==> config.mk <==
export PLATFORM = sky130hd
export DESIGN_NAME = dma_rd_top
export DESIGN_NICKNAME = d
export VERILOG_FILES = /design/src/verilog/dma_pkg.sv /design/src/verilog/dma_chn_arb.sv /design/src/verilog/dma_chn_req.sv /design/src/verilog/dma_rd_top.sv /design/src/verilog/dma_tlp_tx.sv
export VERILOG_INCLUDE_DIRS = /design/src /design/src/verilog
export SDC_FILE = /design/constraint.sdc
export NUM_CORES = 1
export LEC_CHECK = 0
export BUFFER_PORTS_ARGS = -buffer_cell sky130_fd_sc_hd__buf_2
export CORE_MARGIN = 10
export CORE_UTILIZATION = 30
export DETAILED_ROUTE_END_ITERATION = 10
export PLACE_DENSITY_LB_ADDON = 0.08
export SYNTH_ARGS = -nofsm -noshare
export SYNTH_HDL_FRONTEND = slang
export SYNTH_SLANG_ARGS = --single-unit
export TNS_END_PERCENT = 100
==> constraint.sdc <==
create_clock -name clk -period 6.9 [get_ports clk]
set_input_delay 0.69 -clock clk [delete_from_list [all_inputs] [get_ports clk]]
set_output_delay 0.69 -clock clk [all_outputs]
set_load 0.005 [all_outputs]
==> src/verilog/dma_config.svh <==
/* dma read engine configuration */
`ifndef DMA_CONFIG_SVH
`define DMA_CONFIG_SVH

//////////////////////////////////////////////////
// request sizing
//////////////////////////////////////////////////

// largest memory-read request, in dwords
`define DMA_MAX_RD_DW 16

//////////////////////////////////////////////////
// field widths
//////////////////////////////////////////////////

`define DMA_LEN_BITS  10   // dword count, fits tlp length field
`define DMA_TAG_BITS  5    // 32 tags outstanding max
`define DMA_ADDR_BITS 30   // dword address, 32-bit byte space

`endif

==> src/verilog/dma_pkg.sv <==
/* dma read engine types */
`include "dma_config.svh"

package dma_pkg;

    typedef logic [`DMA_ADDR_BITS-1:0] addr_t;  // dword address
    typedef logic [`DMA_LEN_BITS-1:0]  len_t;   // length in dwords
    typedef logic [`DMA_TAG_BITS-1:0]  tag_t;   // rolling request tag
    typedef logic                      chn_t;   // channel id

    // arbiter fsm
    typedef enum logic [1:0] {
        ARB_INIT,    // one pass after reset
        ARB_GRANT,   // evaluate requests when endpoint free
        ARB_SETTLE   // one cycle hold after a decision
    } arb_state_e;

    // header builder fsm, names the dword on the stream
    typedef enum logic [1:0] {
        TX_IDLE,
        TX_DW0,
        TX_DW1,
        TX_DW2
    } tx_state_e;

endpackage

==> src/verilog/dma_chn_arb.sv <==
/* transmit endpoint arbiter */

module dma_chn_arb
    import dma_pkg::*;
(
    input  logic clk,
    input  logic rst,

    // channel 0
    input  logic chn0_reqep,
    input  logic chn0_drvn,   // builder busy with chn0 tlp
    output logic chn0_trn,    // one-cycle grant

    // channel 1
    input  logic chn1_reqep,
    input  logic chn1_drvn,
    output logic chn1_trn
);

    arb_state_e state;
    logic       turn;   // set gives channel 1 the first look

    //////////////////////////////////////////////////
    // grant fsm
    //////////////////////////////////////////////////

    always_ff @(posedge clk) begin
        if (rst) begin
            state    <= ARB_INIT;
            turn     <= 1'b0;
            chn0_trn <= 1'b0;
            chn1_trn <= 1'b0;
        end else begin
            chn0_trn <= 1'b0;   // strobes last one cycle
            chn1_trn <= 1'b0;

            case (state)
                ARB_INIT: begin
                    state <= ARB_GRANT;
                end

                ARB_GRANT: begin
                    // endpoint must be free on both sides
                    if (!chn0_drvn && !chn1_drvn) begin
                        if (chn1_reqep && turn) begin
                            chn1_trn <= 1'b1;
                        end else if (chn0_reqep) begin
                            chn0_trn <= 1'b1;
                        end
                        turn  <= ~turn;   // flips even on an empty round
                        state <= ARB_SETTLE;
                    end
                end

                ARB_SETTLE: state <= ARB_GRANT;   // builder picks up drvn here

                default: state <= ARB_INIT;
            endcase
        end
    end

endmodule

==> src/verilog/dma_chn_req.sv <==
/* channel descriptor decode and chunking */
`include "dma_config.svh"

module dma_chn_req
    import dma_pkg::*;
(
    input  logic  clk,
    input  logic  rst,

    // descriptor in
    input  logic  desc_valid,   // single-cycle strobe
    input  addr_t desc_addr,
    input  len_t  desc_len,
    output logic  busy,

    // to arbiter and builder
    output logic  reqep,        // chunk pending
    output addr_t chunk_addr,
    output len_t  chunk_len,
    input  logic  trn           // grant of current chunk
);

    //////////////////////////////////////////////////
    // remaining work of the active descriptor
    //////////////////////////////////////////////////

    addr_t rem_addr;     // next dword to request
    len_t  rem_len;      // dwords still to request
    logic  desc_accept;

    // new descriptor only when idle, zero length dropped
    assign desc_accept = desc_valid && !busy && (desc_len != '0);

    always_ff @(posedge clk) begin
        if (rst) begin
            rem_len <= '0;
        end else if (desc_accept) begin
            rem_addr <= desc_addr;
            rem_len  <= desc_len;
        end else if (trn && busy) begin
            // step past the granted chunk
            rem_addr <= rem_addr + addr_t'(chunk_len);
            rem_len  <= rem_len - chunk_len;
        end
    end

    //////////////////////////////////////////////////
    // chunk offered to the arbiter
    //////////////////////////////////////////////////

    always_comb begin
        if (rem_len > len_t'(`DMA_MAX_RD_DW)) begin
            chunk_len = len_t'(`DMA_MAX_RD_DW);   // full size read
        end else begin
            chunk_len = rem_len;                  // tail of descriptor
        end
    end

    assign chunk_addr = rem_addr;

    // busy drops once the last chunk was granted
    assign busy  = (rem_len != '0);
    assign reqep = busy;   // request whenever work is left

endmodule

==> src/verilog/dma_rd_top.sv <==
/* two-channel dma read request top */

module dma_rd_top
    import dma_pkg::*;
(
    input  logic        clk,
    input  logic        rst,

    // channel 0 descriptors
    input  logic        chn0_desc_valid,
    input  addr_t       chn0_desc_addr,
    input  len_t        chn0_desc_len,
    output logic        chn0_busy,

    // channel 1 descriptors
    input  logic        chn1_desc_valid,
    input  addr_t       chn1_desc_addr,
    input  len_t        chn1_desc_len,
    output logic        chn1_busy,

    // read request stream
    output logic [31:0] tx_data,
    output logic        tx_valid,
    output logic        tx_sof,
    output logic        tx_eof
);

    // channel to arbiter and builder
    logic  chn0_reqep, chn1_reqep;
    addr_t chn0_addr, chn1_addr;
    len_t  chn0_len, chn1_len;
    // grants and endpoint ownership
    logic  chn0_trn, chn1_trn;
    logic  chn0_drvn, chn1_drvn;

    //////////////////////////////////////////////////
    // channels
    //////////////////////////////////////////////////

    dma_chn_req u_chn0 (
        .clk        (clk),
        .rst        (rst),
        .desc_valid (chn0_desc_valid),
        .desc_addr  (chn0_desc_addr),
        .desc_len   (chn0_desc_len),
        .busy       (chn0_busy),
        .reqep      (chn0_reqep),
        .chunk_addr (chn0_addr),
        .chunk_len  (chn0_len),
        .trn        (chn0_trn)
    );

    dma_chn_req u_chn1 (
        .clk        (clk),
        .rst        (rst),
        .desc_valid (chn1_desc_valid),
        .desc_addr  (chn1_desc_addr),
        .desc_len   (chn1_desc_len),
        .busy       (chn1_busy),
        .reqep      (chn1_reqep),
        .chunk_addr (chn1_addr),
        .chunk_len  (chn1_len),
        .trn        (chn1_trn)
    );

    //////////////////////////////////////////////////
    // arbiter and header builder
    //////////////////////////////////////////////////

    dma_chn_arb u_arb (
        .clk        (clk),
        .rst        (rst),
        .chn0_reqep (chn0_reqep),
        .chn0_drvn  (chn0_drvn),
        .chn0_trn   (chn0_trn),
        .chn1_reqep (chn1_reqep),
        .chn1_drvn  (chn1_drvn),
        .chn1_trn   (chn1_trn)
    );

    dma_tlp_tx u_tx (
        .clk        (clk),
        .rst        (rst),
        .chn0_trn   (chn0_trn),
        .chn0_addr  (chn0_addr),
        .chn0_len   (chn0_len),
        .chn0_drvn  (chn0_drvn),
        .chn1_trn   (chn1_trn),
        .chn1_addr  (chn1_addr),
        .chn1_len   (chn1_len),
        .chn1_drvn  (chn1_drvn),
        .tx_data    (tx_data),
        .tx_valid   (tx_valid),
        .tx_sof     (tx_sof),
        .tx_eof     (tx_eof)
    );

endmodule

==> src/verilog/dma_tlp_tx.sv <==
/* memory-read header builder */

module dma_tlp_tx
    import dma_pkg::*;
(
    input  logic        clk,
    input  logic        rst,

    // channel 0 chunk
    input  logic        chn0_trn,
    input  addr_t       chn0_addr,
    input  len_t        chn0_len,
    output logic        chn0_drvn,

    // channel 1 chunk
    input  logic        chn1_trn,
    input  addr_t       chn1_addr,
    input  len_t        chn1_len,
    output logic        chn1_drvn,

    // 32-bit stream to endpoint, no back-pressure
    output logic [31:0] tx_data,
    output logic        tx_valid,
    output logic        tx_sof,
    output logic        tx_eof
);

    // mrd32, 3dw header, no data
    localparam logic [7:0] MRD32_FMT_TYPE = 8'h00;

    tx_state_e state;
    addr_t     lat_addr;   // chunk latched at grant
    len_t      lat_len;
    chn_t      lat_chn;
    tag_t      tag;        // tag of the tlp on the wire

    //////////////////////////////////////////////////
    // latch and walk the three dwords
    //////////////////////////////////////////////////

    always_ff @(posedge clk) begin
        if (rst) begin
            state <= TX_IDLE;
            tag   <= '0;
        end else begin
            case (state)
                TX_IDLE: begin
                    if (chn1_trn) begin
                        lat_addr <= chn1_addr;
                        lat_len  <= chn1_len;
                        lat_chn  <= 1'b1;
                        state    <= TX_DW0;
                    end else if (chn0_trn) begin
                        lat_addr <= chn0_addr;
                        lat_len  <= chn0_len;
                        lat_chn  <= 1'b0;
                        state    <= TX_DW0;
                    end
                end
                TX_DW0: state <= TX_DW1;
                TX_DW1: state <= TX_DW2;
                TX_DW2: begin
                    tag   <= tag + 1'b1;   // wraps at 32
                    state <= TX_IDLE;
                end
                default: state <= TX_IDLE;
            endcase
        end
    end

    //////////////////////////////////////////////////
    // stream outputs
    //////////////////////////////////////////////////

    always_comb begin
        case (state)
            TX_DW0:  tx_data = {MRD32_FMT_TYPE, 14'd0, lat_len};  // 16 sent as 16
            TX_DW1:  tx_data = {19'd0, tag, 7'd0, lat_chn};       // tag at 12:8
            TX_DW2:  tx_data = {lat_addr, 2'b00};                 // byte address
            default: tx_data = '0;
        endcase
    end

    assign tx_valid = (state != TX_IDLE);
    assign tx_sof   = (state == TX_DW0);
    assign tx_eof   = (state == TX_DW2);

    // holds off the arbiter for the owning channel
    assign chn0_drvn = tx_valid && (lat_chn == 1'b0);
    assign chn1_drvn = tx_valid && (lat_chn == 1'b1);

endmodule
==> impl_metrics.env <==
export IMPL_syn_area_mm2=0.00782
export IMPL_grt_pass1_vias=6575
export IMPL_ys_types=72
export IMPL_status="finished clean"
export IMPL_crit_type="reg2reg"
export IMPL_postRouteAntennaNets=0
export IMPL_required_ns=7.07
export IMPL_final_nets=1036
export IMPL_drive_above_1_share_pct=21.8
export IMPL_r2r_start="u_chn1.rem_len[5]"
export IMPL_initial_core_util_pct=30.3
export IMPL_synth_area_leaders="edfxtp_1 (39%), dfxtp_1 (8.2%), xnor2_1 (4.6%)"
export IMPL_drc=0
export IMPL_port_buffers=120
export IMPL_met2_usage_pct=23.8
export IMPL_syn_inst=796
export IMPL_hold_viol=0
export IMPL_cp_cell_sequence="or3_1 > nor3_1 > and3_1 > ha_1 > a211oi_1 > o31ai_1 > a31oi_1 > a21oi_1 > nor4bb_1 > o31a_1"
export IMPL_hp_class="reg2reg"
export IMPL_cts_htree_levels=4
export IMPL_worstSetupEndpointType="flop"
export IMPL_die_area_mm2=0.0329
export IMPL_grt_max_degree=47
export IMPL_fin_setup_tns_ns=0
export IMPL_via_count=6317
export IMPL_rsz0062_at_grt="false"
export IMPL_clock_latency_ns=0.42
export IMPL_cts_tree="yes"
export IMPL_slowest_delay_ns=0.71
export IMPL_finalInstanceArea_mm2=0.00938
export IMPL_tightest_slew_ns=0.835
export IMPL_setup_viol=0
export IMPL_fmaxAchievable_mhz=239
export IMPL_synth_top_cell_by_area="edfxtp_1"
export IMPL_synth_edf_count=101
export IMPL_critPathTopFamily="compound AO/OA/AOI/OAI gates"
export IMPL_synth_warnings=0
export IMPL_first_iter_violations=460
export IMPL_wire_per_inst_um=18.3
export IMPL_gr_max_usage_layer="met2"
export IMPL_skew_ns=0.00986
export IMPL_routed_wirelength_um=23300
export IMPL_worstHoldStart="u_arb.turn"
export IMPL_n_antenna_cell=0
export IMPL_place_area_mm2=0.00882
export IMPL_slowest_stage="a31oi_1"
export IMPL_power_density_mw_per_mm2=486
export IMPL_finalCriticalPeriod_ns=4.18
export IMPL_grt_util_met3_pct=3.24
export IMPL_finalMaxSlewViolations=0
export IMPL_finalWeightedCongestion=0.798
export IMPL_cp_max_fo=9
export IMPL_pin_count=121
export IMPL_p_leak_uw=0.00344
export IMPL_antenna_found_initial=0
export IMPL_synth_seq_cells=133
export IMPL_dp_hpwl_um=17300
export IMPL_relSlewSlack_pct=44.0
export IMPL_cp_data_arrival_time_ns=4.36
export IMPL_hold_buffers=0
export IMPL_yosysSeqAreaShare_pct=47.0
export IMPL_synth_common_cells="edfxtp_1 (101), nand2_1 (95), nor2_1 (72), a21oi_1 (45), o21ai_0 (44)"
export IMPL_synth_most_common_cell="edfxtp_1"
export IMPL_grtUsageTotal_pct=14.1
export IMPL_fp_coreArea_mm2=0.0258
export IMPL_postCtsSetupRepairBufs=0
export IMPL_cp_start_kind="flop"
export IMPL_cts_made_buffers=17
export IMPL_cts_sinks=133
export IMPL_synth_top_area_share_pct=38.8
export IMPL_clk_path_buf_depth=2
export IMPL_path_buf_inv=0
export IMPL_ctsResizeCount=0
export IMPL_grt_overflow=0
export IMPL_avgSynthCellArea_um2=9.82
export IMPL_fin_crit_sh_pct=60.6
export IMPL_die_y_um=181
export IMPL_synthFlopType="edfxtp_1"
export IMPL_drv_cap=0
export IMPL_cts_root_buffer="clkbuf_16"
export IMPL_path_clk_slew_ns=0.06
export IMPL_ys_async_sr_fraction_pct=0
export IMPL_worstSetupStartpoint="u_chn1.rem_len[5]"
export IMPL_ir_drop_v=0.000168
export IMPL_use_met1_pct=17.9
export IMPL_syn_to_final_growth_pct=20.0
export IMPL_grt_pass1_wl_um=37200
export IMPL_viasPerCell=4.97
export IMPL_rows=59
export IMPL_drt_first_pass_iters=5
export IMPL_die_w_um=181
registers in the layout, summed over array words and instances (netlist names):
register / flops
u_arb.chn0_trn: 1
u_arb.chn1_trn: 1
u_arb.state: 2
u_arb.turn: 1
u_chn0.chunk_addr: 30
u_chn0.rem_len: 10
u_chn1.chunk_addr: 30
u_chn1.rem_len: 10
u_tx.lat_addr: 30
u_tx.lat_chn: 1
u_tx.lat_len: 10
u_tx.state: 2
u_tx.tag: 5
per-layer routing:
layer / up-vias / wire length (µm) / share of wire (%)
li1: 3172 / - / -
met1: 3007 / 10700 / 46
met2: 126 / 11400 / 49
met3: 12 / 968 / 4.2
met4: 0 / 179 / 0.77
met5: - / 0 / 0
cell families after synthesis:
family	after synthesis	synth area share, %
mux	31	4.42
xor+xnor	55	6.16
buf+inv	59	3.10
compound gates	202	16.5
other cells	2	0.0960
simple gates	284	17.8
fa+ha+maj	30	4.99
flops	133	47.0
worst paths after layout:
| check | depth (start not counted) | slack (ns) | end |
|---|---|---|---|
| worst min-delay path | 1 | 0.47 | u_arb.chn0_trn |
| worst min register to register | 1 | 0.47 | u_arb.chn0_trn |
| worst max-delay path | 10 | 2.72 | u_chn1.chunk_addr[29] |
| worst max register to register | 10 | 2.72 | u_chn1.chunk_addr[29] |
cells in the final DEF (no fill, tap or decap), types with 13 or more instances in the layout:
cell type	n
clkbuf_16	17
nand3_1	14
a21oi_1	43
mux2_2	28
buf_2	120
inv_1	21
conb_1	17
o21ai_0	44
nor3_1	13
a211oi_1	17
xor2_1	14
o21ai_1	20
ha_1	28
dfxtp_1	31
and2_1	22
xnor2_1	41
nand2_1	95
edfxtp_1	101
a22oi_1	18
a31oi_1	14
nor2_1	72
metrics by stage:
step / std cells / power, µW / utilization (%) / hold slack, ns / setup slack (ns)
6_report: 1270 / 4560 / 36.3 / 0.467 / 2.72
5_1_grt: 1270 / 4960 / 36.3 / 0.480 / 2.40
4_1_cts: 1270 / 4630 / 36.3 / 0.470 / 2.86
3_5_place_dp: 1238 / 3720 / 34.1 / 0.455 / 2.88
3_3_place_gp: 1238 / 3720 / 34.1 / 0.461 / 2.87
2_1_floorplan: 811 / 3080 / - / 0.428 / 2.51
final cells by class:
type	count	area [µm²]
fill	2722	16500
multi-input combinational	619	3970
sequential	133	3670
timing repair buffer	129	668
clock buffer	17	425
tap	335	419
clock inverter	15	139
inverter	22	82.6
report_power, final:
| part | switching (µW) | internal, µW |
|---|---|---|
| Sequential | 259 | 1320 |
| Clock | 363 | 526 |
| Combinational | 1320 | 784 |
No activity file was read; power rests on OpenSTA's default activity.
